File: src/myvision_pkg.sv
package myvision_pkg;

	// Cartridge RAM geometry.
	localparam int RAM_AW = 15;
	localparam int DATA_W = 8;

	// Audio path.
	localparam int AUDIO_W = 10;
	localparam int DAC_W   = 16;

	// Console reset hold after a download or a menu reset.
	localparam int HOLD_CYCLES = 16;
	localparam int HOLD_CNT_W  = $clog2(HOLD_CYCLES);

	// Video path.
	localparam int COLOR_IN_W  = 8;
	localparam int COLOR_OUT_W = 6;

	typedef struct packed {
		logic [RAM_AW-1:0] addr;
		logic [DATA_W-1:0] wdata;
		logic              we;
	} ram_req_t;

	typedef struct packed {
		logic [RAM_AW-1:0] addr;
		logic [DATA_W-1:0] wdata;
		logic              we_n;  // Low for a write.
	} cpu_bus_t;

	typedef struct packed {
		logic [COLOR_IN_W-1:0] r;
		logic [COLOR_IN_W-1:0] g;
		logic [COLOR_IN_W-1:0] b;
		logic                  hs;
		logic                  vs;
		logic                  hb;
		logic                  vb;
	} video_in_t;

	typedef struct packed {
		logic [COLOR_OUT_W-1:0] r;
		logic [COLOR_OUT_W-1:0] g;
		logic [COLOR_OUT_W-1:0] b;
		logic                   hs;
		logic                   vs;
	} video_pin_t;

	typedef enum logic [1:0] {
		CTRL_BOOT,
		CTRL_LOAD,
		CTRL_HOLD,
		CTRL_RUN
	} ctrl_state_t;

endpackage

File: src/sigma_delta_dac.sv
`timescale 1ns/10ps

module sigma_delta_dac (
	input  logic                             clk_sys_i,
	input  logic                             rst_n_i,
	input  logic [myvision_pkg::AUDIO_W-1:0] audio_i,
	output logic                             dac_o
);

	localparam int PAD_W = myvision_pkg::DAC_W - myvision_pkg::AUDIO_W;

	logic [myvision_pkg::DAC_W-1:0] sample;
	logic [myvision_pkg::DAC_W-1:0] acc_q;
	logic                           carry_q;

	assign sample = {audio_i, PAD_W'(0)};  // Left aligned.

	always_ff @(posedge clk_sys_i) begin
		if (!rst_n_i) begin
			acc_q   <= '0;
			carry_q <= 1'b0;
		end else begin
			{carry_q, acc_q} <= {1'b0, acc_q} + {1'b0, sample};
		end
	end

	assign dac_o = carry_q;  // One bit per clock.

endmodule

File: config.mk
export PLATFORM = sky130hd
export DESIGN_NAME = sigma_delta_dac
export DESIGN_NICKNAME = d
export VERILOG_FILES = /design/src/myvision_pkg.sv /design/src/sigma_delta_dac.sv
export SDC_FILE = /design/constraint.sdc
export NUM_CORES = 1
export LEC_CHECK = 0
export BUFFER_PORTS_ARGS = -buffer_cell sky130_fd_sc_hd__buf_4
export CAP_MARGIN = 15
export CELL_PAD_IN_SITES_DETAIL_PLACEMENT = 1
export CELL_PAD_IN_SITES_GLOBAL_PLACEMENT = 1
export CORE_MARGIN = 5
export CORE_UTILIZATION = 42
export CTS_BUF_LIST = sky130_fd_sc_hd__clkbuf_8
export DETAILED_ROUTE_END_ITERATION = 12
export MAX_ROUTING_LAYER = met4
export PLACE_DENSITY_LB_ADDON = 0.1
export SYNTH_ARGS = -nofsm -noshare
export SYNTH_HDL_FRONTEND = slang
export SYNTH_SLANG_ARGS = --single-unit
File: constraint.sdc
create_clock -name clk_sys_i -period 2.2 [get_ports clk_sys_i]
set_input_delay 0.33 -clock clk_sys_i [delete_from_list [all_inputs] [get_ports clk_sys_i]]
set_output_delay 0.33 -clock clk_sys_i [all_outputs]
set_load 0.02 [all_outputs]
==> results.md <==
- Critical-path top delay cell: or4_1
- Largest area contributor in the netlist: dfxtp_1
- Most numerous cell in the Yosys netlist: dfxtp_1
- Area Overhead vs Synth: 23.6%
- Total Routing Usage GR: 15.0%
- CP max FO: 3
- Gr ovfl total: 0
- IO buf count: 12
- CTS Buf Count: 3
- Clock latency on the worst-skew pair: 0.24 ns
- N_diodes: 0
- Nets: 116
- Unique masters post-synth: 28
- Final Skew: 0.00332 ns
- Slew headroom: 75.2%
- WL per Instance: 15.4 um
- Top cells by instance count after synthesis: dfxtp_1, ha_1, inv_1, nor2_1, a21oi_1
- Post-Synthesis Cells: 75
- Max_cap viols: 0
- Via count: 614
- Setup TNS: 0 ns
- Routed WL: 1.67 mm
- Crit end category: flip-flop
- Height of the die: 50.5 um
- Status: complete, no violations
- Design area: 852 um^2
- Max frequency: 491 MHz
- Vias in the first global route: 650
- Cell chain of the critical path: ha_1, inv_1, fa_1, nor2b_4, o31a_1, or4_1, a31oi_1, mux2i_1
- Top-area cell type share of the netlist area: 31.9%
- Worst vdd ir: 0.473 mV
- 1st-iter DRT viols: 8
- Switch Pwr: 346 uW
- Worst Slack Setup Final: 0.164 ns
- Synth warn: 0
- Antenna viol nets, final: 0
- Starting density of the core: 45.2%
- Sequential area share after synthesis: 31.9%
- Prevailing post-synth register cell: dfxtp_1
- Post-Layout Cell Count: 108
- H-tree depth: 1
- Vias per cell: 5.69
- Routability Congestion: 0.764
- Power per cell area: 1120 mW/mm^2
- Net count after synthesis: 98
- Placed cell count: 104
- Internal Power: 606 uW
- Ports: 13
- Final Max Tran Viols: 0
- Die area: 0.00255 mm^2
- Combinational share of power: 48.7%
- Drc violations: 0
- Clk pwr share: 21.2%
- Flop and latch count out of synthesis: 11
- Largest net degree at the start of global routing: 8
- RSZ-0062 raised after global routing: false
- Row cnt: 14
- CP top delay family: compound AO/OA/AOI/OAI gates
- Core Area: 0.00152 mm^2
- Mapped cell area: 689 um^2
- Average size of a mapped cell: 9.19 um^2
- HP Class: in2reg
- Critical Path RT: 2.36 ns
- Root buffer cell: clkbuf_8
- Final Setup Violations: 0
- Number of synthesized flops with an enable pin: 0
- Hold WS: 0.348 ns
- Worst Path Arrival: 2.20 ns
- CP startpoint kind: flip-flop
- Final Hold Viols: 0
- CTS tree: done
- Worst-Margin Slew: 0.368 ns
- Dpl ws: 0.00949 ns
- Hold Buf Count CTS: 0
- Sw Ratio: 36.3%
- Crit path kind: reg2reg
- Drt pass-1 iters: 3
- Slowest Stage Delay on Critical Path: 0.41 ns
- CTS sink count: 11
- WP buf/inv: 1
- Post-CTS Setup Bufs: 0
- Post_cts resized: 0
- Final Critical Period: 2.04 ns
- Share of layout cells above drive strength 1: 21.7%
- Ys async rst share: 0%
- Area after DPL: 807 um^2
- Clock slew at reported path FFs: 0.05 ns
- Initial antenna violation count: 0
- Global-route wire length before repair: 2.85 mm
- Clock buffer depth: 2
- Pleak: 0.000417 uW
- Share of power burned in registers: 30.2%
- Top post-synthesis cells by area: dfxtp_1, ha_1, xor2_1
- Final period util: 92.5%
- Post-DP HPWL: 1.24 mm
- Die W: 50.5 um
-- path summary, 6_finish.rpt --
check	end	start	slack, ns	depth (start not counted)
setup / recovery	acc_q[14]$_SDFF_PN0_	acc_q[6]$_SDFF_PN0_	0.16	8
hold / removal	acc_q[6]$_SDFF_PN0_	rst_n_i	0.35	2
setup reg to reg	acc_q[14]$_SDFF_PN0_	acc_q[6]$_SDFF_PN0_	0.16	8
hold reg to reg	acc_q[6]$_SDFF_PN0_	acc_q[6]$_SDFF_PN0_	0.56	2
-- through the flow --
| step | util, % | total power [uW] |
|---|---|---|
| after detailed placement | 53.0 | 744 |
| final | 55.9 | 952 |
| after floorplan | - | 628 |
| after global placement | 53.0 | 723 |
| after CTS | 55.9 | 958 |
| after global routing | 55.9 | 1030 |
-- layout make-up --
type / instances / area [um^2]
Clock buffer: 3 / 41.3
Clock inverter: 1 / 3.75
Fill cell: 187 / 672
Inverter: 6 / 22.5
Multi-Input combinational cell: 58 / 447
Sequential cell: 11 / 220
Tap cell: 16 / 20.0
Timing Repair Buffer: 13 / 97.6
-- flip-flops by register name, indices dropped and copies added (netlist names) --
name / count
acc_q: 10
dac_o: 1
-- cell usage in the layout, fill, tap and decap left out --
master | Yosys | final
a211o_1 | 1 | 1
a31oi_1 | 1 | 1
or4_1 | 1 | 1
a21oi_1 | 5 | 5
nor2b_4 | 1 | 1
mux2i_1 | 2 | 2
a21o_1 | 2 | 2
nand2_1 | 3 | 3
o21ai_0 | 4 | 4
fa_1 | 1 | 1
nand3_1 | 4 | 4
nor3_1 | 1 | 1
ha_1 | 10 | 10
o41ai_1 | 1 | 1
buf_4 | 0 | 13
nand2b_1 | 3 | 3
xor2_1 | 3 | 3
and2b_2 | 1 | 1
o211ai_1 | 1 | 1
a31o_2 | 1 | 1
o221a_2 | 1 | 1
o31a_1 | 1 | 1
nor2_1 | 6 | 6
clkbuf_8 | 0 | 3
o21a_1 | 1 | 1
inv_1 | 6 | 7
a211oi_1 | 1 | 1
and2_1 | 1 | 1
dfxtp_1 | 11 | 11
nand4_1 | 1 | 1
-- power groups by stage --
stage | sequential, uW | clock, uW | combinational (uW)
final | 287 | 202 | 463
after global routing | 295 | 219 | 516
after CTS | 288 | 204 | 465
after detailed placement | 292 | 0 | 452
after global placement | 290 | 0 | 433
after floorplan | 293 | 0 | 335
-- logic make-up (layout without fill, tap and decap cells) --
kind of cell | Yosys count | after routing | share of synthesized area [%]
buffers and inverters | 6 | 23 | 3.27
adders and majority gates | 11 | 11 | 21.1
muxes | 2 | 2 | 2.90
AOI/OAI and AO/OA | 20 | 20 | 19.6
DFF | 11 | 11 | 31.9
xor gates and xnor gates | 3 | 3 | 3.81
and+or+nand+nor | 22 | 22 | 17.4
-- routing by layer --
layer | track usage (%) | up-vias | routed length (um)
met4 | 3.83 | 0 | 17
li1 | - | 306 | -
met2 | 24.0 | 11 | 800
met1 | 18.5 | 292 | 792
met5 | - | - | 0
met3 | 3.85 | 5 | 58
No activity file was read; power rests on OpenSTA's default activity.
