==> src/myvision_pkg.sv <==
package myvision_pkg;

	// Cartridge RAM geometry.
	localparam int RAM_AW = 15;
	localparam int DATA_W = 8;

	// Audio path.
	localparam int AUDIO_W = 10;
	localparam int DAC_W   = 16;

	// Console reset hold after a download or a menu reset.
	localparam int HOLD_CYCLES = 16;
	localparam int HOLD_CNT_W  = $clog2(HOLD_CYCLES);

	// Video path.
	localparam int COLOR_IN_W  = 8;
	localparam int COLOR_OUT_W = 6;

	typedef struct packed {
		logic [RAM_AW-1:0] addr;
		logic [DATA_W-1:0] wdata;
		logic              we;
	} ram_req_t;

	typedef struct packed {
		logic [RAM_AW-1:0] addr;
		logic [DATA_W-1:0] wdata;
		logic              we_n;  // Low for a write.
	} cpu_bus_t;

	typedef struct packed {
		logic [COLOR_IN_W-1:0] r;
		logic [COLOR_IN_W-1:0] g;
		logic [COLOR_IN_W-1:0] b;
		logic                  hs;
		logic                  vs;
		logic                  hb;
		logic                  vb;
	} video_in_t;

	typedef struct packed {
		logic [COLOR_OUT_W-1:0] r;
		logic [COLOR_OUT_W-1:0] g;
		logic [COLOR_OUT_W-1:0] b;
		logic                   hs;
		logic                   vs;
	} video_pin_t;

	typedef enum logic [1:0] {
		CTRL_BOOT,
		CTRL_LOAD,
		CTRL_HOLD,
		CTRL_RUN
	} ctrl_state_t;

endpackage

==> src/spi_loader.sv <==
`timescale 1ns/10ps

module spi_loader (
	input  logic                   clk_sys_i,
	input  logic                   rst_n_i,
	input  logic                   spi_sck_i,
	input  logic                   spi_ss2_i,
	input  logic                   spi_di_i,
	output logic                   loading_o,
	output myvision_pkg::ram_req_t load_req_o
);

	logic [2:0]                            sck_sync_q;  // Two sync stages plus history.
	logic [1:0]                            di_sync_q;
	logic [1:0]                            ss2_sync_q;
	logic                                  sck_rise;
	logic                                  in_frame;
	logic                                  byte_done;
	logic [$clog2(myvision_pkg::DATA_W)-1:0] bit_cnt_q;
	logic [myvision_pkg::DATA_W-2:0]       shift_q;
	logic [myvision_pkg::DATA_W-1:0]       byte_in;
	logic                                  first_byte_q;
	logic [myvision_pkg::DATA_W-1:0]       index_q;  // Image index of the current frame.
	logic [myvision_pkg::RAM_AW-1:0]       addr_cnt_q;
	logic                                  wr_q;
	logic [myvision_pkg::RAM_AW-1:0]       wr_addr_q;
	logic [myvision_pkg::DATA_W-1:0]       wr_data_q;

	assign sck_rise  = sck_sync_q[1] & ~sck_sync_q[2];
	assign in_frame  = ~ss2_sync_q[1];
	assign byte_in   = {shift_q, di_sync_q[1]};  // MSB first.
	assign byte_done = in_frame & sck_rise &
		(bit_cnt_q == ($clog2(myvision_pkg::DATA_W))'(myvision_pkg::DATA_W - 1));

	always_ff @(posedge clk_sys_i) begin
		if (!rst_n_i) begin
			sck_sync_q   <= '0;
			di_sync_q    <= '0;
			ss2_sync_q   <= '1;
			loading_o    <= 1'b0;
			bit_cnt_q    <= '0;
			first_byte_q <= 1'b1;
			addr_cnt_q   <= '0;
			wr_q         <= 1'b0;
		end else begin
			sck_sync_q <= {sck_sync_q[1:0], spi_sck_i};
			di_sync_q  <= {di_sync_q[0], spi_di_i};
			ss2_sync_q <= {ss2_sync_q[0], spi_ss2_i};
			loading_o  <= in_frame;
			wr_q       <= 1'b0;
			if (!in_frame) begin
				// Idle between frames.
				bit_cnt_q    <= '0;
				first_byte_q <= 1'b1;
				addr_cnt_q   <= '0;
			end else if (sck_rise) begin
				bit_cnt_q <= bit_cnt_q + 1'b1;
			end
			if (byte_done) begin
				first_byte_q <= 1'b0;
				if (!first_byte_q) begin
					wr_q       <= 1'b1;
					addr_cnt_q <= addr_cnt_q + 1'b1;
				end
			end
		end
	end

	always_ff @(posedge clk_sys_i) begin
		if (sck_rise)
			shift_q <= byte_in[myvision_pkg::DATA_W-2:0];
		if (byte_done && first_byte_q)
			index_q <= byte_in;
		if (byte_done && !first_byte_q) begin
			wr_addr_q <= addr_cnt_q;
			wr_data_q <= byte_in;
		end
	end

	assign load_req_o = '{addr: wr_addr_q, wdata: wr_data_q, we: wr_q};

endmodule

==> config.mk <==
export PLATFORM = sky130hd
export DESIGN_NAME = spi_loader
export DESIGN_NICKNAME = d
export VERILOG_FILES = /design/src/myvision_pkg.sv /design/src/spi_loader.sv
export SDC_FILE = /design/constraint.sdc
export NUM_CORES = 1
export LEC_CHECK = 0
export BUFFER_PORTS_ARGS = -buffer_cell sky130_fd_sc_hd__buf_2
export CAP_MARGIN = 20
export CORE_MARGIN = 3
export CORE_UTILIZATION = 59
export CTS_CLUSTER_SIZE = 30
export DETAILED_ROUTE_END_ITERATION = 6
export PLACE_DENSITY = 0.87
export SYNTH_ARGS = -nofsm -noshare
export SYNTH_HDL_FRONTEND = slang
export SYNTH_SLANG_ARGS = --single-unit
==> constraint.sdc <==
create_clock -name clk_sys_i -period 5.5 [get_ports clk_sys_i]
set_input_delay 0.275 -clock clk_sys_i [delete_from_list [all_inputs] [get_ports clk_sys_i]]
set_output_delay 0.275 -clock clk_sys_i [all_outputs]
set_load 0.1 [all_outputs]
==> flow_summary.ini <==
[outcome]
status = completed

[clocking]
postCtsHoldBufs = 0
clock_latency_ns = 0.38
clock_sinks = 58
htreeDepth = 3
numCtsBuffers = 9
path_clk_slew_ns = 0.09
cts_resized = 0
tritoncts = built
cts_root_buf = clkbuf_4
clockBufferDepth = 2
post_cts_buffers = 0

[power_and_ir_drop]
p_leak_nw = 0.907
switching_share_pct = 20.1
p_seq_share_pct = 65.4
intPower_mw = 0.561
vdd.ir_drop.worst_uv = 200
cellPowerDensity_nw_per_um2 = 294
p_sw_mw = 0.141
power.share.combinational_pct = 1.3
pwr-share-clk_pct = 33.4

[synthesis]
synth.area.top_cells = edfxtp_1 43%, dfxtp_1 27%, xnor2_1 3.8%, nor2_1 3.4%, nand2_1 3.2%
synthCells = 157
async_flop_share_pct = 0
synth-seq-cells = 58
syn_area_um2 = 2090
syn_area_per_cell_um2 = 13.3
ys.flop_type = edfxtp_1
synth.net_count = 165
ys_seq_area_share_pct = 70.1
synth-edff-count = 30
yosysUniqueCellTypes = 27
yosysWarnings = 0
yosysMostFrequentCell = edfxtp_1
yosysTopAreaCell = edfxtp_1
ys_top_cells_by_count = 30 x edfxtp_1, 28 x dfxtp_1, 19 x nor2_1
synth.top_cell.area_share_pct = 43.2

[drt]
drt_iter0_markers = 47
route.detailed.drc = 0
via_per_inst = 5.23
routed_wl_mm = 3.31
final_antenna_net_count = 0
vias = 1272
routedWlPerCell_um = 13.6
firstDrtPassIters = 4

[setup_path]
crit_required_ns = 5.59
critical_path_class = register to register
cp_data_arrival_time_ns = 2.17
worst-path-max-fanout = 15
reg2reg_slack_ns = 3.41
critPathCaptureType = register
cp-start-kind = register

[global_route]
top_usage_layer = met2
overflow = 0
met2_usage_pct = 31.1
grt_usage_pct = 18.4
use_met3_pct = 7.01
grt_use_met1_pct = 19.8
grt_max_degree = 24
grt_pass1_vias = 1264
grt_pass1_wl_mm = 5.69
antenna_found_initial = 0

[sta]
finalMaxSlewViolations = 0
clock.fmax_ghz = 0.480
rsz0062_at_grt = false
hold_violations = 0
final.period_utilization_pct = 37.9
finalSetupViolCount = 0
worst_pin_slew_ns = 0.759
slew_headroom_pct = 49.4
skew_ns = 0.00942
fin_crit_ns = 2.09
setup_tns_ns = 0

[final_layout]
antenna_cells = 0
final_util_pct = 74.4
syn_to_final_growth_pct = 14.3
final_nets = 202
drive_gt1_share_pct = 25.1

[floorplan]
dieHeight_um = 65.5
rows = 20
pin_count = 30
die-area_um2 = 4280
dieWidth_um = 65.5
start_util_pct = 65.1
core_um2 = 3200

[job]
maxCapViolations = 0

[placed_design]
gp_congestion = 0.779
dp_hpwl_mm = 2.35
io_buffers = 29

[hold_path]
hp-class = primary input to register
worst max-delay path: stages, from the launching register on:
cell and delay (ns):
dfxtp_1 0.36, ha_1 0.16, ha_1 0.24, nand4bb_4 0.29
nor2_2 0.50, buf_8 0.23
worst paths after layout:
path                         to          start  cells past startpoint
setup / recovery   wr_addr_q[4]   bit_cnt_q[0]                      5
hold / removal    ss2_sync_q[0]      spi_ss2_i                      2
setup reg to reg   wr_addr_q[4]   bit_cnt_q[0]                      5
hold reg to reg   ss2_sync_q[1]  ss2_sync_q[0]                      1
power by group through the flow:
stage / clock (mW) / combinational (mW) / sequential [mW]
after floorplan: 0 / 0.00453 / 0.469
after global placement: 0 / 0.00838 / 0.468
after detailed placement: 0 / 0.00889 / 0.469
after CTS: 0.242 / 0.00898 / 0.458
after global routing: 0.263 / 0.0101 / 0.459
final: 0.234 / 0.00885 / 0.458
cell type report:
cell class	instances	area [um^2]
Sequential cell	58	1460
Fill cell	231	820
Multi-Input combinational cell	89	578
Timing Repair Buffer	30	160
Clock buffer	12	88.8
Tap cell	44	55.1
Inverter	6	22.5
Clock inverter	4	17.5
registers in the layout, summed over array words and instances (netlist names):
signal        count
first_byte_q      1
bit_cnt_q         3
wr_q              1
ss2_sync_q        2
sck_sync_q        3
shift_q           7
addr_cnt_q       15
wr_data_q         8
wr_addr_q        15
loading_o         1
di_sync_q         2
through the flow:
| step | hold slack, ns | worst slack, ns | instances | power (mW) | cell area (um^2) |
|---|---|---|---|---|---|
| after detailed placement | 0.403 | 3.12 | 226 | 0.477 | 2260 |
| final | 0.0737 | 3.41 | 243 | 0.702 | 2380 |
| after CTS | 0.0473 | 3.09 | 242 | 0.709 | 2370 |
| after floorplan | 0.348 | 3.12 | 157 | 0.473 | 2090 |
| after global routing | 0.0702 | 3.24 | 243 | 0.732 | 2380 |
| after global placement | 0.396 | 3.26 | 226 | 0.476 | 2260 |
cell families after synthesis:
group | after synthesis | share of synthesized area [%]
AO/OA/AOI/OAI | 13 | 4.14
XOR/XNOR | 10 | 4.20
adder cells (fa/ha/maj) | 3 | 1.80
buffers and inverters | 10 | 2.34
flip-flops | 58 | 70.1
AND/OR/NAND/NOR | 63 | 17.5
cells in the final DEF (no fill, tap or decap):
master and count:
buf_2 29, nor4_4 2, nor3_1 5, nor2_2 1, clkbuf_4 9, nand2b_1 3, a21oi_1 6, a31oi_1 2
a41o_1 2, a21o_1 2, clkbuf_8 1, xor2_1 1, edfxtp_1 30, a31o_1 1, nor2_1 18, nor3_2 1
nand2_1 18, and4bb_2 1, inv_1 6, buf_8 1, or2b_1 1, clkinv_2 2, nor4_2 1, nand4bb_4 1
nand3_1 5, clkbuf_1 2, clkinv_1 2, nand4_2 1, and2_1 5, ha_1 3, dfxtp_1 28, xnor2_1 9
layer usage:
metal / routed length (um) / vias up / share of wire [%]
li1: - / 619 / -
met1: 1380 / 603 / 42
met2: 1650 / 42 / 50
met3: 212 / 8 / 6.4
met4: 59 / 0 / 1.8
met5: 0 / - / 0
No activity file was read; power rests on OpenSTA's default activity.
