===== config.mk =====
export PLATFORM = sky130hd
export DESIGN_NAME = load_ctrl
export DESIGN_NICKNAME = d
export VERILOG_FILES = /design/src/myvision_pkg.sv /design/src/load_ctrl.sv
export SDC_FILE = /design/constraint.sdc
export NUM_CORES = 1
export LEC_CHECK = 0
export BUFFER_PORTS_ARGS = -buffer_cell sky130_fd_sc_hd__buf_4
export CORE_ASPECT_RATIO = 1.2
export CORE_MARGIN = 5
export CORE_UTILIZATION = 31
export DETAILED_ROUTE_END_ITERATION = 10
export PLACE_DENSITY_LB_ADDON = 0.3
export RECOVER_POWER = 50
export SLEW_MARGIN = 20
export SYNTH_ARGS = -nofsm -noshare
export SYNTH_HDL_FRONTEND = slang
export SYNTH_SLANG_ARGS = --single-unit
export TNS_END_PERCENT = 100

===== constraint.sdc =====
create_clock -name clk_sys_i -period 2.35 [get_ports clk_sys_i]
set_clock_uncertainty 0.15 [all_clocks]
set_input_delay 0 -clock clk_sys_i [delete_from_list [all_inputs] [get_ports clk_sys_i]]
set_output_delay 0 -clock clk_sys_i [all_outputs]
set_load 0.005 [all_outputs]

===== src/myvision_pkg.sv =====
package myvision_pkg;

	// Cartridge RAM geometry.
	localparam int RAM_AW = 15;
	localparam int DATA_W = 8;

	// Audio path.
	localparam int AUDIO_W = 10;
	localparam int DAC_W   = 16;

	// Console reset hold after a download or a menu reset.
	localparam int HOLD_CYCLES = 16;
	localparam int HOLD_CNT_W  = $clog2(HOLD_CYCLES);

	// Video path.
	localparam int COLOR_IN_W  = 8;
	localparam int COLOR_OUT_W = 6;

	typedef struct packed {
		logic [RAM_AW-1:0] addr;
		logic [DATA_W-1:0] wdata;
		logic              we;
	} ram_req_t;

	typedef struct packed {
		logic [RAM_AW-1:0] addr;
		logic [DATA_W-1:0] wdata;
		logic              we_n;  // Low for a write.
	} cpu_bus_t;

	typedef struct packed {
		logic [COLOR_IN_W-1:0] r;
		logic [COLOR_IN_W-1:0] g;
		logic [COLOR_IN_W-1:0] b;
		logic                  hs;
		logic                  vs;
		logic                  hb;
		logic                  vb;
	} video_in_t;

	typedef struct packed {
		logic [COLOR_OUT_W-1:0] r;
		logic [COLOR_OUT_W-1:0] g;
		logic [COLOR_OUT_W-1:0] b;
		logic                   hs;
		logic                   vs;
	} video_pin_t;

	typedef enum logic [1:0] {
		CTRL_BOOT,
		CTRL_LOAD,
		CTRL_HOLD,
		CTRL_RUN
	} ctrl_state_t;

endpackage


===== src/load_ctrl.sv =====
`timescale 1ns/10ps

module load_ctrl (
	input  logic                   clk_sys_i,
	input  logic                   rst_n_i,
	input  logic                   loading_i,
	input  logic                   menu_reset_i,
	input  myvision_pkg::ram_req_t load_req_i,
	input  myvision_pkg::cpu_bus_t cpu_bus_i,
	output myvision_pkg::ram_req_t ram_req_o,
	output logic                   console_reset_o,
	output logic                   led_o
);

	localparam logic [myvision_pkg::HOLD_CNT_W-1:0] HOLD_LAST =
		myvision_pkg::HOLD_CNT_W'(myvision_pkg::HOLD_CYCLES - 1);

	myvision_pkg::ctrl_state_t             state_q;
	logic [myvision_pkg::HOLD_CNT_W-1:0] hold_cnt_q;

	always_ff @(posedge clk_sys_i) begin
		if (!rst_n_i) begin
			state_q    <= myvision_pkg::CTRL_BOOT;
			hold_cnt_q <= HOLD_LAST;
		end else begin
			if (loading_i) begin
				state_q <= myvision_pkg::CTRL_LOAD;  // Any state.
			end else if (state_q == myvision_pkg::CTRL_LOAD) begin
				state_q    <= myvision_pkg::CTRL_HOLD;
				hold_cnt_q <= HOLD_LAST;
			end else if (menu_reset_i) begin
				// Hold restarts while the menu bit stays set.
				state_q    <= myvision_pkg::CTRL_HOLD;
				hold_cnt_q <= HOLD_LAST;
			end else begin
				case (state_q)
				myvision_pkg::CTRL_BOOT,
				myvision_pkg::CTRL_HOLD: begin
					if (hold_cnt_q == '0)
						state_q <= myvision_pkg::CTRL_RUN;
					else
						hold_cnt_q <= hold_cnt_q - 1'b1;
				end
				default: ;
				endcase
			end
		end
	end

	// RAM port owner.
	always_comb begin
		if (loading_i) begin
			ram_req_o = load_req_i;
		end else begin
			ram_req_o.addr  = cpu_bus_i.addr;
			ram_req_o.wdata = cpu_bus_i.wdata;
			ram_req_o.we    = (state_q == myvision_pkg::CTRL_RUN) & ~cpu_bus_i.we_n;
		end
	end

	assign console_reset_o = (state_q != myvision_pkg::CTRL_RUN);
	assign led_o           = ~loading_i;  // Lit while idle.

endmodule


==> results of run 1 <==
[metal layers]
layer  wire length [um]  vias to the layer above  track usage (%)  part of all wire [%]
li1                   -                      386                -                     -
met1                637                      374            11.40                    28
met2               1231                       48            30.73                    53
met3                382                        6            10.28                    17
met4                 61                        0            10.11                   2.6
met5                  0                        -                0                     0
[logic make-up after synthesis]
kind of cell | Yosys count | synth area share [%]
compound gates | 7 | 8.705
mux | 23 | 43.95
buf+inv | 7 | 5.094
simple gates | 18 | 18.26
fa+ha+maj | 1 | 2.123
flops | 6 | 20.38
xor+xnor | 1 | 1.486
[stage by stage]
| step | setup slack (ns) | cell area (sq um) | instances | hold slack (ns) |
|---|---|---|---|---|
| 2_1_floorplan | 0.5479 | 589.3 | 63 | -0.08776 |
| 3_3_place_gp | 0.4984 | 1176 | 156 | 0.09184 |
| 3_5_place_dp | 0.4477 | 1176 | 156 | 0.09115 |
| 4_1_cts | 0.4354 | 1219 | 161 | 0.09865 |
| 5_1_grt | 0.3137 | 1207 | 161 | 0.1268 |
| 6_report | 0.4372 | 1207 | 161 | 0.1107 |
[worst reg2reg max path: stages (launching register included)]
cell and delay (ns):
dfxtp_1 0.31, inv_1 0.06, ha_1 0.22, nor3b_1 0.16
a311o_1 0.41, o21ai_1 0.13, or3b_1 0.34
[layout by cell type, fill, tap and decap left out, types with 2 or more instances in the layout]
| cell | count |
|---|---|
| nor3_1 | 2 |
| mux2_2 | 23 |
| clkbuf_1 | 3 |
| buf_4 | 61 |
| dlygate4sd3_1 | 2 |
| inv_1 | 4 |
| nor2_1 | 2 |
| nand2_1 | 3 |
| clkbuf_4 | 16 |
| nand2b_1 | 4 |
| dfxtp_1 | 6 |
[final cells by class]
class | count | share of cell area, %
clock buffers | 3 | 1.865
multi-input cells | 50 | 36.37
repair buffers | 79 | 48.60
well taps | 19 | 1.969
flip-flops and latches | 6 | 9.948
inverters | 4 | 1.244
[power groups by stage]
| stage | clock network [W] | logic (W) | registers (W) |
|---|---|---|---|
| 6_report | 0.0000976 | 0.000183 | 0.000110 |
| 3_3_place_gp | 0 | 0.000183 | 0.000112 |
| 4_1_cts | 0.000101 | 0.000190 | 0.000110 |
| 2_1_floorplan | 0 | 0.0000673 | 0.000111 |
| 5_1_grt | 0.000107 | 0.000198 | 0.000110 |
| 3_5_place_dp | 0 | 0.000187 | 0.000112 |
[sequential cells by signal, summed over array words and instances (netlist names)]
signal / flops
hold_cnt_q: 4
state_q: 2
[worst paths after layout]
path | start | end | slack (ns) | cells past startpoint
max | hold_cnt_q[0]$_SDFFE_PN1P_ | hold_cnt_q[3]$_SDFFE_PN1P_ | 0.44 | 6
min | cpu_bus_i[0] | ram_req_o[0] | 0.11 | 3
min reg2reg | hold_cnt_q[1]$_SDFFE_PN1P_ | hold_cnt_q[1]$_SDFFE_PN1P_ | 0.35 | 1
max reg2reg | hold_cnt_q[0]$_SDFFE_PN1P_ | hold_cnt_q[3]$_SDFFE_PN1P_ | 0.44 | 6
==> impl_metrics.ini, run 1 <==
[drt]
drt_pass1_iterations = 4
route.vias.total = 814
vias_per_cell = 5.056
routedWlPerCell_um = 14.36
ant_nets = 0
post-route-drc-count = 0
wl_um = 2312
drtIter0Drc = 5

[yosys]
synthArstFlopShare_pct = 0
synth_area_leader_cell = mux2_2
ys.flop_type = dfxtp_1
postSynthAreaPerCell_sq_um = 9.354
syn_inst = 63
synth_edf_count = 0
synth-seq-area-share_pct = 20.38
syn_nets = 116
synth_area_leaders = mux2_2 (44%), dfxtp_1 (20%), nand2b_1 (4.2%)
ys_types = 24
ys_ff_latch = 6
synthTopCellsByCount = mux2_2 (23), dfxtp_1 (6), inv_1 (4), nand2b_1 (4)
yosysWarningCount = 0
yosysTopAreaCellShare_pct = 43.95
yosys.cell_count.top_type = mux2_2
syn-cell-area_sq_um = 589.3

[timing]
relSlewSlack_pct = 7.856
rsz0062_at_grt = no
finalCritPeriodShare_pct = 81.40
final-setup-viol-count = 0
finalCriticalPeriod_ns = 1.913
finalSetupTns_ns = 0
hold_violations = 0
slew_viol_final = 0
max_freq_mhz = 522.8
worstMarginPinSlew_ns = 1.382

[power]
power_density_nw_per_um2 = 323.7
p_sw_share_pct = 25.18
p_leak_nw = 0.6181
intPower_w = 0.0002924
finalPower_w = 0.0003908
ir_drop_mv = 0.2010
comb_power_share_pct = 46.8
pwr-share-seq_pct = 28.2
pwr-share-clk_pct = 25.0
p_sw_w = 0.00009841

[final_layout]
layout-drive-gt1-share_pct = 72.54
fin_nets = 197
multi_input_area_sq_um = 439.2
regArea_sq_um = 120.1
diodes = 0
fin_util_pct = 66.01
fillers = 150
area_growth_pct = 104.9

[placed_design]
portBuffers = 77
dp_hpwl_um = 2082
place.gp.congestion = 0.7882

[worst_hold_path]
hp-class = input port to output port

[clock_tree]
cts_sinks = 6
clock_tree.buffer_depth = 2
worstSkewPairLatency_ns = 0.25
cts_tree = built
cts_made_buffers = 3
cts_setup_buffers = 0
cts_resized = 0
cts.clk_slew.worst_paths_ns = 0.05
cts_hold_buf = 2
cts_root_buf = clkbuf_4
htreeDepth = 1

[floorplan]
core_sq_um = 1829
die_area_sq_um = 2876
num_io_pins = 78
die_x_um = 49.80
initial_core_util_pct = 32.22
placementRows = 17
die_h_um = 57.76

[worst_setup_path]
critPathKind = flop to flop
startpoint_type = flop
slowest_stage = a311o_1
max_stage_delay_ns = 0.41
worstPathMaxFanout = 4
cp_num_buf_inv = 1
cp_top_family = compound AO/OA/AOI/OAI gates
crit_required_ns = 2.33
crit_path_cell_trace = inv_1 -> ha_1 -> nor3b_1 -> a311o_1 -> o21ai_1 -> or3b_1
arrival_ns = 1.89
cp-end-kind = flop

[global_route]
grt_max_degree = 31
antenna_found_initial = 0
grt_overflow = 0
grt_pass1_vias = 885
grt_pass1_wl_um = 3594
track_usage_pct = 16.24

[status]
status = complete, no violations

[flow_run]
max-cap-violations = 0
Note: power is estimated with default switching activity, not from simulation.
==> run 2: changes to the inputs <==
==> constraint.sdc (replaced) <==
create_clock -name clk_sys_i -period 1.9 [get_ports clk_sys_i]
set_clock_uncertainty 0.15 [all_clocks]
set_input_delay 0 -clock clk_sys_i [delete_from_list [all_inputs] [get_ports clk_sys_i]]
set_output_delay 0 -clock clk_sys_i [all_outputs]
set_load 0.005 [all_outputs]
==> impl_metrics.ini, run 2 (synthesis gave the netlist of run 1 again) <==
[timing]
slew_viol_final = 0
hold_violations = 0
relSlewSlack_pct = 55.92
finalCriticalPeriod_ns = 1.889
worstMarginPinSlew_ns = 0.6613
final-setup-viol-count = 0
finalCritPeriodShare_pct = 99.44
max_freq_mhz = 529.3

[clock_tree]
cts_made_buffers = 3
cts_sinks = 6
clock_tree.buffer_depth = 2
cts.clk_slew.worst_paths_ns = 0.05
htreeDepth = 1
worstSkewPairLatency_ns = 0.24
cts_root_buf = clkbuf_4
cts_tree = built

[flow_run]
max-cap-violations = 0

[global_route]
grt_overflow = 0
grt_pass1_vias = 905
grt_max_degree = 31
track_usage_pct = 17.39
grt_pass1_wl_um = 3829
antenna_found_initial = 0

[final_layout]
regArea_sq_um = 122.6
diodes = 0
fin_nets = 198
multi_input_area_sq_um = 462.9
layout_common_cells = buf_4 (62), mux2_2 (23), clkbuf_4 (17), nand2b_1 (4), dfxtp_1 (4)
fillers = 154
reg_top3 = hold_cnt_q (4), state_q (2)
largest-register = hold_cnt_q
largest_register_ffs = 4
area_growth_pct = 111.5
fin_util_pct = 68.13
layout-drive-gt1-share_pct = 78.32
layout_commonest_cell = buf_4

[worst_setup_path]
worstPathMaxFanout = 4
critPathKind = flop to flop
crit_path_cell_trace = inv_2 -> ha_4 -> nor3b_4 -> a311o_1 -> o21ai_1 -> or3b_1
arrival_ns = 1.86
crit_required_ns = 1.87
startpoint_type = flop
slowest_stage = a311o_1
cp-end-kind = flop
max_stage_delay_ns = 0.41

[placed_design]
place.gp.congestion = 0.7882
dp_hpwl_um = 2102
portBuffers = 77

[drt]
wl_um = 2503
drt_pass1_iterations = 4
vias_per_cell = 5.056
routedWlPerCell_um = 15.45
post-route-drc-count = 0
route.vias.total = 819
ant_nets = 0
drtIter0Drc = 14

[floorplan]
core_sq_um = 1829
die_area_sq_um = 2876
initial_core_util_pct = 32.22
die_x_um = 49.80
die_h_um = 57.76
placementRows = 17
num_io_pins = 78

[power]
ir_drop_mv = 0.2067
p_leak_nw = 0.6420
power_density_nw_per_um2 = 394.4
finalPower_w = 0.0004915

[status]
status = complete, no violations

[worst_hold_path]
hp-class = input port to output port
[run 2: cell types whose count changed in the layout (fill, tap and decap cells not counted), moves of 2 or more]
cell and delta:
inv_1 -2, clkbuf_1 -2, inv_2 +2, dfxtp_1 -2
dfxtp_2 +2
[run 2: area by class of cell]
cell class / instances / share of cell area [%]
timing repair buffer: 80 / 48.09
multi-input combinational: 50 / 37.15
sequential: 6 / 9.839
tap: 19 / 1.908
clock buffer: 3 / 1.807
inverter: 4 / 1.205
[run 2: repair_timing]
item / 4_1_cts / 5_1_grt
gates cloned: 0 / 0
setup endpoints to repair: 1 / 1
pin swaps: 1 / 3
hold endpoints to repair: 6 / 0
hold buffers: 2 / 0
setup buffers: 0 / 1
gates resized for setup: 0 / 8
[run 2: metrics by stage]
step                instance area (sq um)  TNS [ns]  worst slack (ns)  hold WS [ns]  cells
global route                         1246  -0.01517          -0.01517        0.1296    162
global placement                     1176         0           0.04838       0.09185    156
CTS                                  1219         0           0.01768       0.09725    161
detailed placement                   1176  -0.01424          -0.01424       0.09067    156
finish                               1246         0           0.01071        0.1130    162
floorplan                           589.3         0           0.09792      -0.08776     63
[run 2: report_power, final]
group          switching, W  internal (W)  total [W]
Sequential       0.00000570      0.000133   0.000138
Clock             0.0000490     0.0000717   0.000121
Combinational     0.0000709      0.000162   0.000232
Total              0.000126      0.000366   0.000491
[run 2: worst max-delay path, delay by kind of cell, from the launching register on]
kind                       cells  cell delay [ns]
AOI/OAI and AO/OA              2             0.55
adders and majority gates      1             0.16
buffers and inverters          1             0.05
and+or+nand+nor                2             0.50
DFF                            1             0.35
[run 2: path summary, 6_finish.rpt]
kind	from	endpoint	slack [ns]	cells past startpoint
max reg2reg	hold_cnt_q[1]$_SDFFE_PN1P_	hold_cnt_q[3]$_SDFFE_PN1P_	0.01	6
max	hold_cnt_q[1]$_SDFFE_PN1P_	hold_cnt_q[3]$_SDFFE_PN1P_	0.01	6
min reg2reg	hold_cnt_q[1]$_SDFFE_PN1P_	hold_cnt_q[1]$_SDFFE_PN1P_	0.35	1
min	cpu_bus_i[0]	ram_req_o[0]	0.11	3
[run 2: layer usage]
layer | global-route usage [%] | wire (um) | vias up
met5 | 0 | 0 | -
met1 | 12.79 | 740 | 378
met2 | 32.00 | 1352 | 50
li1 | - | - | 389
met3 | 13.37 | 382 | 2
met4 | 7.865 | 28 | 0
