File: src/myvision_pkg.sv
package myvision_pkg;

	// Cartridge RAM geometry.
	localparam int RAM_AW = 15;
	localparam int DATA_W = 8;

	// Audio path.
	localparam int AUDIO_W = 10;
	localparam int DAC_W   = 16;

	// Console reset hold after a download or a menu reset.
	localparam int HOLD_CYCLES = 16;
	localparam int HOLD_CNT_W  = $clog2(HOLD_CYCLES);

	// Video path.
	localparam int COLOR_IN_W  = 8;
	localparam int COLOR_OUT_W = 6;

	typedef struct packed {
		logic [RAM_AW-1:0] addr;
		logic [DATA_W-1:0] wdata;
		logic              we;
	} ram_req_t;

	typedef struct packed {
		logic [RAM_AW-1:0] addr;
		logic [DATA_W-1:0] wdata;
		logic              we_n;  // Low for a write.
	} cpu_bus_t;

	typedef struct packed {
		logic [COLOR_IN_W-1:0] r;
		logic [COLOR_IN_W-1:0] g;
		logic [COLOR_IN_W-1:0] b;
		logic                  hs;
		logic                  vs;
		logic                  hb;
		logic                  vb;
	} video_in_t;

	typedef struct packed {
		logic [COLOR_OUT_W-1:0] r;
		logic [COLOR_OUT_W-1:0] g;
		logic [COLOR_OUT_W-1:0] b;
		logic                   hs;
		logic                   vs;
	} video_pin_t;

	typedef enum logic [1:0] {
		CTRL_BOOT,
		CTRL_LOAD,
		CTRL_HOLD,
		CTRL_RUN
	} ctrl_state_t;

endpackage

File: src/video_out.sv
`timescale 1ns/10ps

module video_out (
	input  logic                     clk_sys_i,
	input  logic                     rst_n_i,
	input  logic [1:0]               scanlines_i,
	input  myvision_pkg::video_in_t  video_i,
	output myvision_pkg::video_pin_t video_o
);

	localparam int CW = myvision_pkg::COLOR_OUT_W;

	myvision_pkg::video_pin_t vid_q;
	myvision_pkg::video_pin_t vid_d;
	logic                     blank;
	logic                     parity_q;
	logic                     parity_d;

	function automatic logic [CW-1:0] dim(input logic [CW-1:0] c, input logic [1:0] sel);
		case (sel)
		2'd1:    dim = c - (c >> 2);  // 25 percent.
		2'd2:    dim = c >> 1;
		2'd3:    dim = c >> 2;
		default: dim = c;
		endcase
	endfunction

	assign blank = video_i.hb | video_i.vb;

	// Previous syncs come from the output register.
	always_comb begin
		parity_d = parity_q;
		if (video_i.vs && !vid_q.vs)
			parity_d = 1'b0;
		else if (video_i.hs && !vid_q.hs)
			parity_d = ~parity_q;
	end

	always_comb begin
		vid_d.r  = blank ? '0 : video_i.r[myvision_pkg::COLOR_IN_W-1 -: CW];
		vid_d.g  = blank ? '0 : video_i.g[myvision_pkg::COLOR_IN_W-1 -: CW];
		vid_d.b  = blank ? '0 : video_i.b[myvision_pkg::COLOR_IN_W-1 -: CW];
		vid_d.hs = video_i.hs;
		vid_d.vs = video_i.vs;
		if (parity_d) begin
			vid_d.r = dim(vid_d.r, scanlines_i);
			vid_d.g = dim(vid_d.g, scanlines_i);
			vid_d.b = dim(vid_d.b, scanlines_i);
		end
	end

	always_ff @(posedge clk_sys_i) begin
		if (!rst_n_i) begin
			vid_q    <= '0;
			parity_q <= 1'b0;
		end else begin
			vid_q    <= vid_d;
			parity_q <= parity_d;
		end
	end

	assign video_o = vid_q;

endmodule

File: config.mk
export PLATFORM = sky130hd
export DESIGN_NAME = video_out
export DESIGN_NICKNAME = d
export VERILOG_FILES = /design/src/myvision_pkg.sv /design/src/video_out.sv
export SDC_FILE = /design/constraint.sdc
export NUM_CORES = 1
export LEC_CHECK = 0
export ABC_CLOCK_PERIOD_IN_PS = 7200
export BUFFER_PORTS_ARGS = -buffer_cell sky130_fd_sc_hd__buf_2
export CAP_MARGIN = 20
export CORE_MARGIN = 2
export CORE_UTILIZATION = 57
export DETAILED_ROUTE_END_ITERATION = 8
export GPL_ROUTABILITY_DRIVEN = 0
export PLACE_DENSITY = 0.83
export SLEW_MARGIN = 0
export SYNTH_ARGS = -nofsm -noshare
export SYNTH_HDL_FRONTEND = slang
export SYNTH_SLANG_ARGS = --single-unit
File: constraint.sdc
create_clock -name clk_sys_i -period 7.2 [get_ports clk_sys_i]
set_input_delay 1.08 -clock clk_sys_i [delete_from_list [all_inputs] [get_ports clk_sys_i]]
set_output_delay 1.08 -clock clk_sys_i [all_outputs]
set_load 0.01 [all_outputs]
==> results_dict.tcl, run 1 <==
set metrics [dict create \
    outcome "finished clean" \
    synth_top_area_cell "dfxtp_1" \
    clk_pin_slew_ns 0.13 \
    synth-xor-area-share_pct 3.66 \
    syn_nets 297 \
    synth_compound_area_share_pct 35.1 \
    placedCellCount 328 \
    irDropWorstVdd_mv 0.105 \
    cts_max_path_buffers 2 \
    synth_warnings 0 \
    synth_top_family_by_area "compound AO/OA/AOI/OAI gates" \
    grt_start_max_net_pins 31 \
    dr.pass1.iters 7 \
    cts-buffers-inserted 3 \
    nets 326 \
    die_w_um 61.4 \
    layout-drive-gt1-share_pct 20.8 \
    grt_pass1_wl_um 8570 \
    drv_cap 0 \
    synth_area_um2 1880 \
    drv_slew 0 \
    rsz0062_at_grt "no" \
    synth_edf_count 0 \
    hold_class "reg2reg" \
    path_max_fanout 17 \
    clock_sinks 21 \
    slew_headroom_pct 46.6 \
    route.detailed.drc 0 \
    fin_tns_setup_ns 0 \
    synth_ff_type "dfxtp_1" \
    p_sw_share_pct 37.0 \
    die_h_um 61.4 \
    synth_area_leaders "dfxtp_1 22%, nand2_1 5.0%, o21ai_0 4.8%" \
    worst-endpoint-required_ns 7.42 \
    core-area_um2 3100 \
    cts-resized-gates 0 \
    async_flop_share_pct 0 \
    hold_viol 0 \
    synthesis.instances 260 \
    cts_max_level 1 \
    p_leak_nw 0.864 \
    worstSetupPathType "in2reg" \
    cts_setup_buffers 0 \
    row_count 20 \
    synth-seq-cells 21 \
    cp.arrival_ns 3.15 \
    grt_pass1_vias 1871 \
    avgSynthCellArea_um2 7.23 \
    cp-end-kind "flop" \
    p_sw_w 0.000108 \
    p_int_w 0.000184 \
    mostFrequentLayoutCells "45 x buf_2, 25 x nand2_1, 21 x dfxtp_1" \
    root_buffer "clkbuf_4" \
    cts_tree "done" \
    clk_latency_ns 0.33 \
    instances_no_fill 332 \
    vias_per_cell 6.47 \
    syn2layout_area_growth_pct 12.0 \
    p_per_area_nw_per_um2 139 \
    io_buffers 45 \
    wl_per_cell_um 16.1 \
    drt_wl_total_um 5330 \
    critPathLaunchType "input port" \
    grt-ovfl-total 0 \
    setup_violations 0 \
    synth_adder_area_share_pct 3.33 \
    yosys.area_share.simple_pct 26.0 \
    hold-worst-slack_ns 0.954 \
    final_common_cell "buf_2" \
    min_period_over_period_pct 40.7 \
    synth.mux.area_fraction_pct 3.40 \
    pwr-share-seq_pct 42.4 \
    drtIter0Drc 222 \
    die_area_um2 3770 \
    power_frac_clock_pct 20.8 \
    fmax_ghz 0.341 \
    track_usage_pct 30.0 \
    ant_nets 0 \
    final.setup_skew_ns 0.0130 \
    dp.final_hpwl_um 3710 \
    period_needed_ns 2.93 \
    yosysTopAreaCellShare_pct 22.4 \
    seq_area_frac_synth_pct 22.4 \
    start_util_pct 60.6 \
    ys_types 55 \
    antenna_found_initial 0 \
    n_antenna_cell 0 \
    postCtsHoldBufs 0 \
    vias 2147 \
    io_pins 52 \
    tightest_slew_ns 0.795 \
    fill_cells 292 \
    comb_power_share_pct 36.8 \
]
-- worst max-delay path, stage by stage --
cell	delay, ns
buf_2	0.14
or2_1	0.45
or2_2	0.39
ha_1	0.25
nor3_1	0.21
a211oi_1	0.08
o2111a_1	0.24
nor4_1	0.30
-- per-stage QoR --
step / area [µm²] / power, W / worst slack [ns] / utilization [%]
after floorplan: 1880 / 0.000201 / 4.06 / -
after global placement: 2080 / 0.000230 / 3.98 / 66.9
after detailed placement: 2080 / 0.000232 / 3.95 / 66.9
after CTS: 2100 / 0.000290 / 4.28 / 67.8
after global routing: 2100 / 0.000309 / 4.10 / 67.8
final: 2100 / 0.000293 / 4.27 / 67.8
-- path summary, 6_finish.rpt --
check / startpoint / to / slack, ns / cells past startpoint
hold reg to reg: parity_q / video_o[14] / 0.95 / 4
setup reg to reg: video_o[1] / video_o[19] / 5.03 / 5
hold / removal: parity_q / video_o[14] / 0.95 / 4
setup / recovery: video_i[0] / video_o[6] / 4.27 / 8
-- metal layers --
metal | vias up | global-route usage, % | share of wire (%)
li1 | 1027 | - | -
met5 | - | 0 | 0
met4 | 0 | 10.9 | 1.5
met3 | 14 | 6.30 | 8.8
met2 | 125 | 48.9 | 47
met1 | 981 | 39.2 | 42
-- cells by family (layout without fill, tap and decap cells) --
family,Yosys count,count (layout)
compound gates,98,98
xor+xnor,7,7
fa+ha+maj,5,5
buf+inv,29,57
flops,21,21
mux,6,6
simple gates,94,94
-- power groups by stage --
stage	Clock, W	Combinational, W	Sequential (W)
2_1_floorplan	0	0.0000712	0.000130
3_3_place_gp	0	0.000103	0.000127
3_5_place_dp	0	0.000105	0.000127
4_1_cts	0.0000604	0.000106	0.000124
5_1_grt	0.0000643	0.000119	0.000125
6_report	0.0000607	0.000108	0.000124
-- cell usage after synthesis, drive strengths merged (6+ instances only) --
cell type and instances:
dfxtp 21, o21a 6, nand2b 10, o21ai 18, nand2 25, nor2 20, o31ai 6, a32oi 6
a21oi 17, clkbuf 13, buf 9, inv 6, o22ai 13
-- cell type report --
class                   instances  area, µm²  share of cell area [%]
clock inverters                 1       5.00                   0.238
clock buffers                   3       22.5                    1.07
well taps                      44       55.1                    2.62
repair buffers                 46        233                    11.1
flip-flops and latches         21        420                    20.0
multi-input cells             210       1340                    63.8
inverters                       7       26.3                    1.25
-- sequential cells by signal, summed over array words and instances, names as in the netlist --
name and flops:
parity_q 1, video_o 20
(Power assumes the default switching activity.)
==> run 2, diff against run 1 <==
--- a/config.mk
+++ b/config.mk
@@ -5,14 +5,14 @@
 export SDC_FILE = /design/constraint.sdc
 export NUM_CORES = 1
 export LEC_CHECK = 0
-export ABC_CLOCK_PERIOD_IN_PS = 7200
+export ABC_CLOCK_PERIOD_IN_PS = 2870
 export BUFFER_PORTS_ARGS = -buffer_cell sky130_fd_sc_hd__buf_2
 export CAP_MARGIN = 20
 export CORE_MARGIN = 2
-export CORE_UTILIZATION = 57
+export CORE_UTILIZATION = 53
 export DETAILED_ROUTE_END_ITERATION = 8
 export GPL_ROUTABILITY_DRIVEN = 0
-export PLACE_DENSITY = 0.83
+export PLACE_DENSITY = 0.78
 export SLEW_MARGIN = 0
 export SYNTH_ARGS = -nofsm -noshare
 export SYNTH_HDL_FRONTEND = slang
==> constraint.sdc (replaced) <==
create_clock -name clk_sys_i -period 2.87 [get_ports clk_sys_i]
set_input_delay 0.4305 -clock clk_sys_i [delete_from_list [all_inputs] [get_ports clk_sys_i]]
set_output_delay 0.4305 -clock clk_sys_i [all_outputs]
set_load 0.01 [all_outputs]
==> results_dict.tcl, run 2 (synthesis gave the netlist of run 1 again) <==
set metrics [dict create \
    crit_family "simple AND/OR/NAND/NOR gates" \
    worst-endpoint-required_ns 3.08 \
    worstReg2RegEnd "video_o[12]" \
    antenna_found_initial 0 \
    clock_sinks 21 \
    final_common_cell "buf_2" \
    ff2ff_setup_slack_ns 0.93 \
    tightest_slew_ns 0.749 \
    grt_pass1_vias 2006 \
    ant_nets 0 \
    fmax_ghz 0.465 \
    setup_violations 0 \
    layout-drive-gt1-share_pct 22.2 \
    hold_viol 0 \
    track_usage_pct 28.6 \
    drtIter0Drc 200 \
    slew_headroom_pct 50.0 \
    wl_per_cell_um 16.1 \
    cts_setup_buffers 0 \
    path_max_fanout 18 \
    instances_no_fill 339 \
    row_count 21 \
    largest_register_ffs 20 \
    grt-ovfl-total 0 \
    cpPeakStageDelay_ns 0.31 \
    fill_cells 337 \
    p_leak_nw 0.888 \
    io_pins 52 \
    dp_slack_ns 0.419 \
    reg2reg_depth 5 \
    placed_area_um2 2120 \
    cts_tree "done" \
    setup_ws_ns 0.720 \
    root_buffer "clkbuf_4" \
    cp.arrival_ns 2.36 \
    irDropWorstVdd_mv 0.181 \
    critPathLaunchType "input port" \
    dp.final_hpwl_um 3860 \
    crit_buf_inv 2 \
    clk_pin_slew_ns 0.14 \
    r2r-start "video_o[1]" \
    final.setup_skew_ns 0.0160 \
    cts-resized-gates 0 \
    cts_max_level 1 \
    route.detailed.drc 0 \
    drv_cap 0 \
    hold_end "video_o[0]" \
    worstSetupPathType "in2reg" \
    nets 331 \
    outcome "finished clean" \
    hold_depth 2 \
    postCtsHoldBufs 0 \
    critPathSlowestCell "nor4_1" \
    placedCellCount 335 \
    vias 2141 \
    core-area_um2 3360 \
    start_util_pct 55.9 \
    cts-buffers-inserted 3 \
    period_needed_ns 2.15 \
    fin_tns_setup_ns 0 \
    dr.pass1.iters 6 \
    die_area_um2 4040 \
    mostFrequentLayoutCells "45 x buf_2, 25 x nand2_1, 21 x dfxtp_1" \
    die_h_um 63.5 \
    grt_start_max_net_pins 24 \
    syn2layout_area_growth_pct 14.1 \
    cts_max_path_buffers 2 \
    hold_start "video_i[2]" \
    die_w_um 63.5 \
    drv_slew 0 \
    min_period_over_period_pct 74.9 \
    vias_per_cell 6.32 \
    drt_wl_total_um 5460 \
    clk_latency_ns 0.33 \
    io_buffers 45 \
    postLayoutCellArea_um2 2140 \
    p_per_area_nw_per_um2 349 \
    n_antenna_cell 0 \
    cp_cell_sequence "buf_2 > nor2_1 > buf_4 > o21ai_0 > ha_1 > nor3_1 > a211oi_1 > o2111a_1 > nor4_1" \
    grt_pass1_wl_um 9430 \
    rsz0062_at_grt "no" \
    cp-end-kind "flop" \
    hold_class "in2reg" \
]
## run 2: cell types whose count changed in the layout (fill, tap and decap cells not counted), sizes merged
| cell | change |
|---|---|
| buf | +5 |
## run 2: report_power, final
part | total (W) | internal, W | switching (W)
sequential | 0.000312 | 0.000307 | 0.00000471
clock | 0.000156 | 0.0000523 | 0.000104
combinational | 0.000282 | 0.000111 | 0.000171
total | 0.000749 | 0.000470 | 0.000279
## run 2: worst reg2reg max path: cells and delay by family (launching register included)
family | cells | cell delay, ns
AOI/OAI and AO/OA | 2 | 0.62
xor gates and xnor gates | 1 | 0.19
DFF | 1 | 0.34
and+or+nand+nor | 2 | 0.71
## run 2: stage by stage
step                      hold slack, ns  power (W)  utilization [%]
final                              0.345   0.000749             63.8
after floorplan                    0.552   0.000505                -
after global placement             0.663   0.000588             62.9
after detailed placement           0.682   0.000592             62.9
after global routing               0.330   0.000794             63.8
after CTS                          0.349   0.000741             63.8
## run 2: how the worst max path moves through the flow
stage / from / to / depth (start not counted)
3_3_place_gp: video_i[0] / video_o[6] / 7
5_1_grt: video_i[0] / video_o[16] / 9
2_1_floorplan: video_i[0] / video_o[12] / 10
3_5_place_dp: video_i[0] / video_o[6] / 7
4_1_cts: video_i[0] / video_o[6] / 7
6_report: video_i[0] / video_o[6] / 9
## run 2: layer usage
layer / track usage (%) / vias to the layer above / share of wire (%)
met5: 0 / - / 0
met4: 7.07 / 0 / 1.2
met3: 3.75 / 10 / 9.7
met2: 45.4 / 132 / 44
met1: 40.7 / 961 / 45
li1: - / 1038 / -
## run 2: layout make-up
| cell class | count | area [µm²] | area share, % |
|---|---|---|---|
| clock inverter | 1 | 5.00 | 0.233 |
| multi-input combinational | 210 | 1340 | 62.6 |
| sequential | 21 | 420 | 19.6 |
| clock buffer | 3 | 22.5 | 1.05 |
| inverter | 7 | 26.3 | 1.23 |
| tap | 46 | 57.6 | 2.68 |
| timing repair buffer | 51 | 270 | 12.6 |
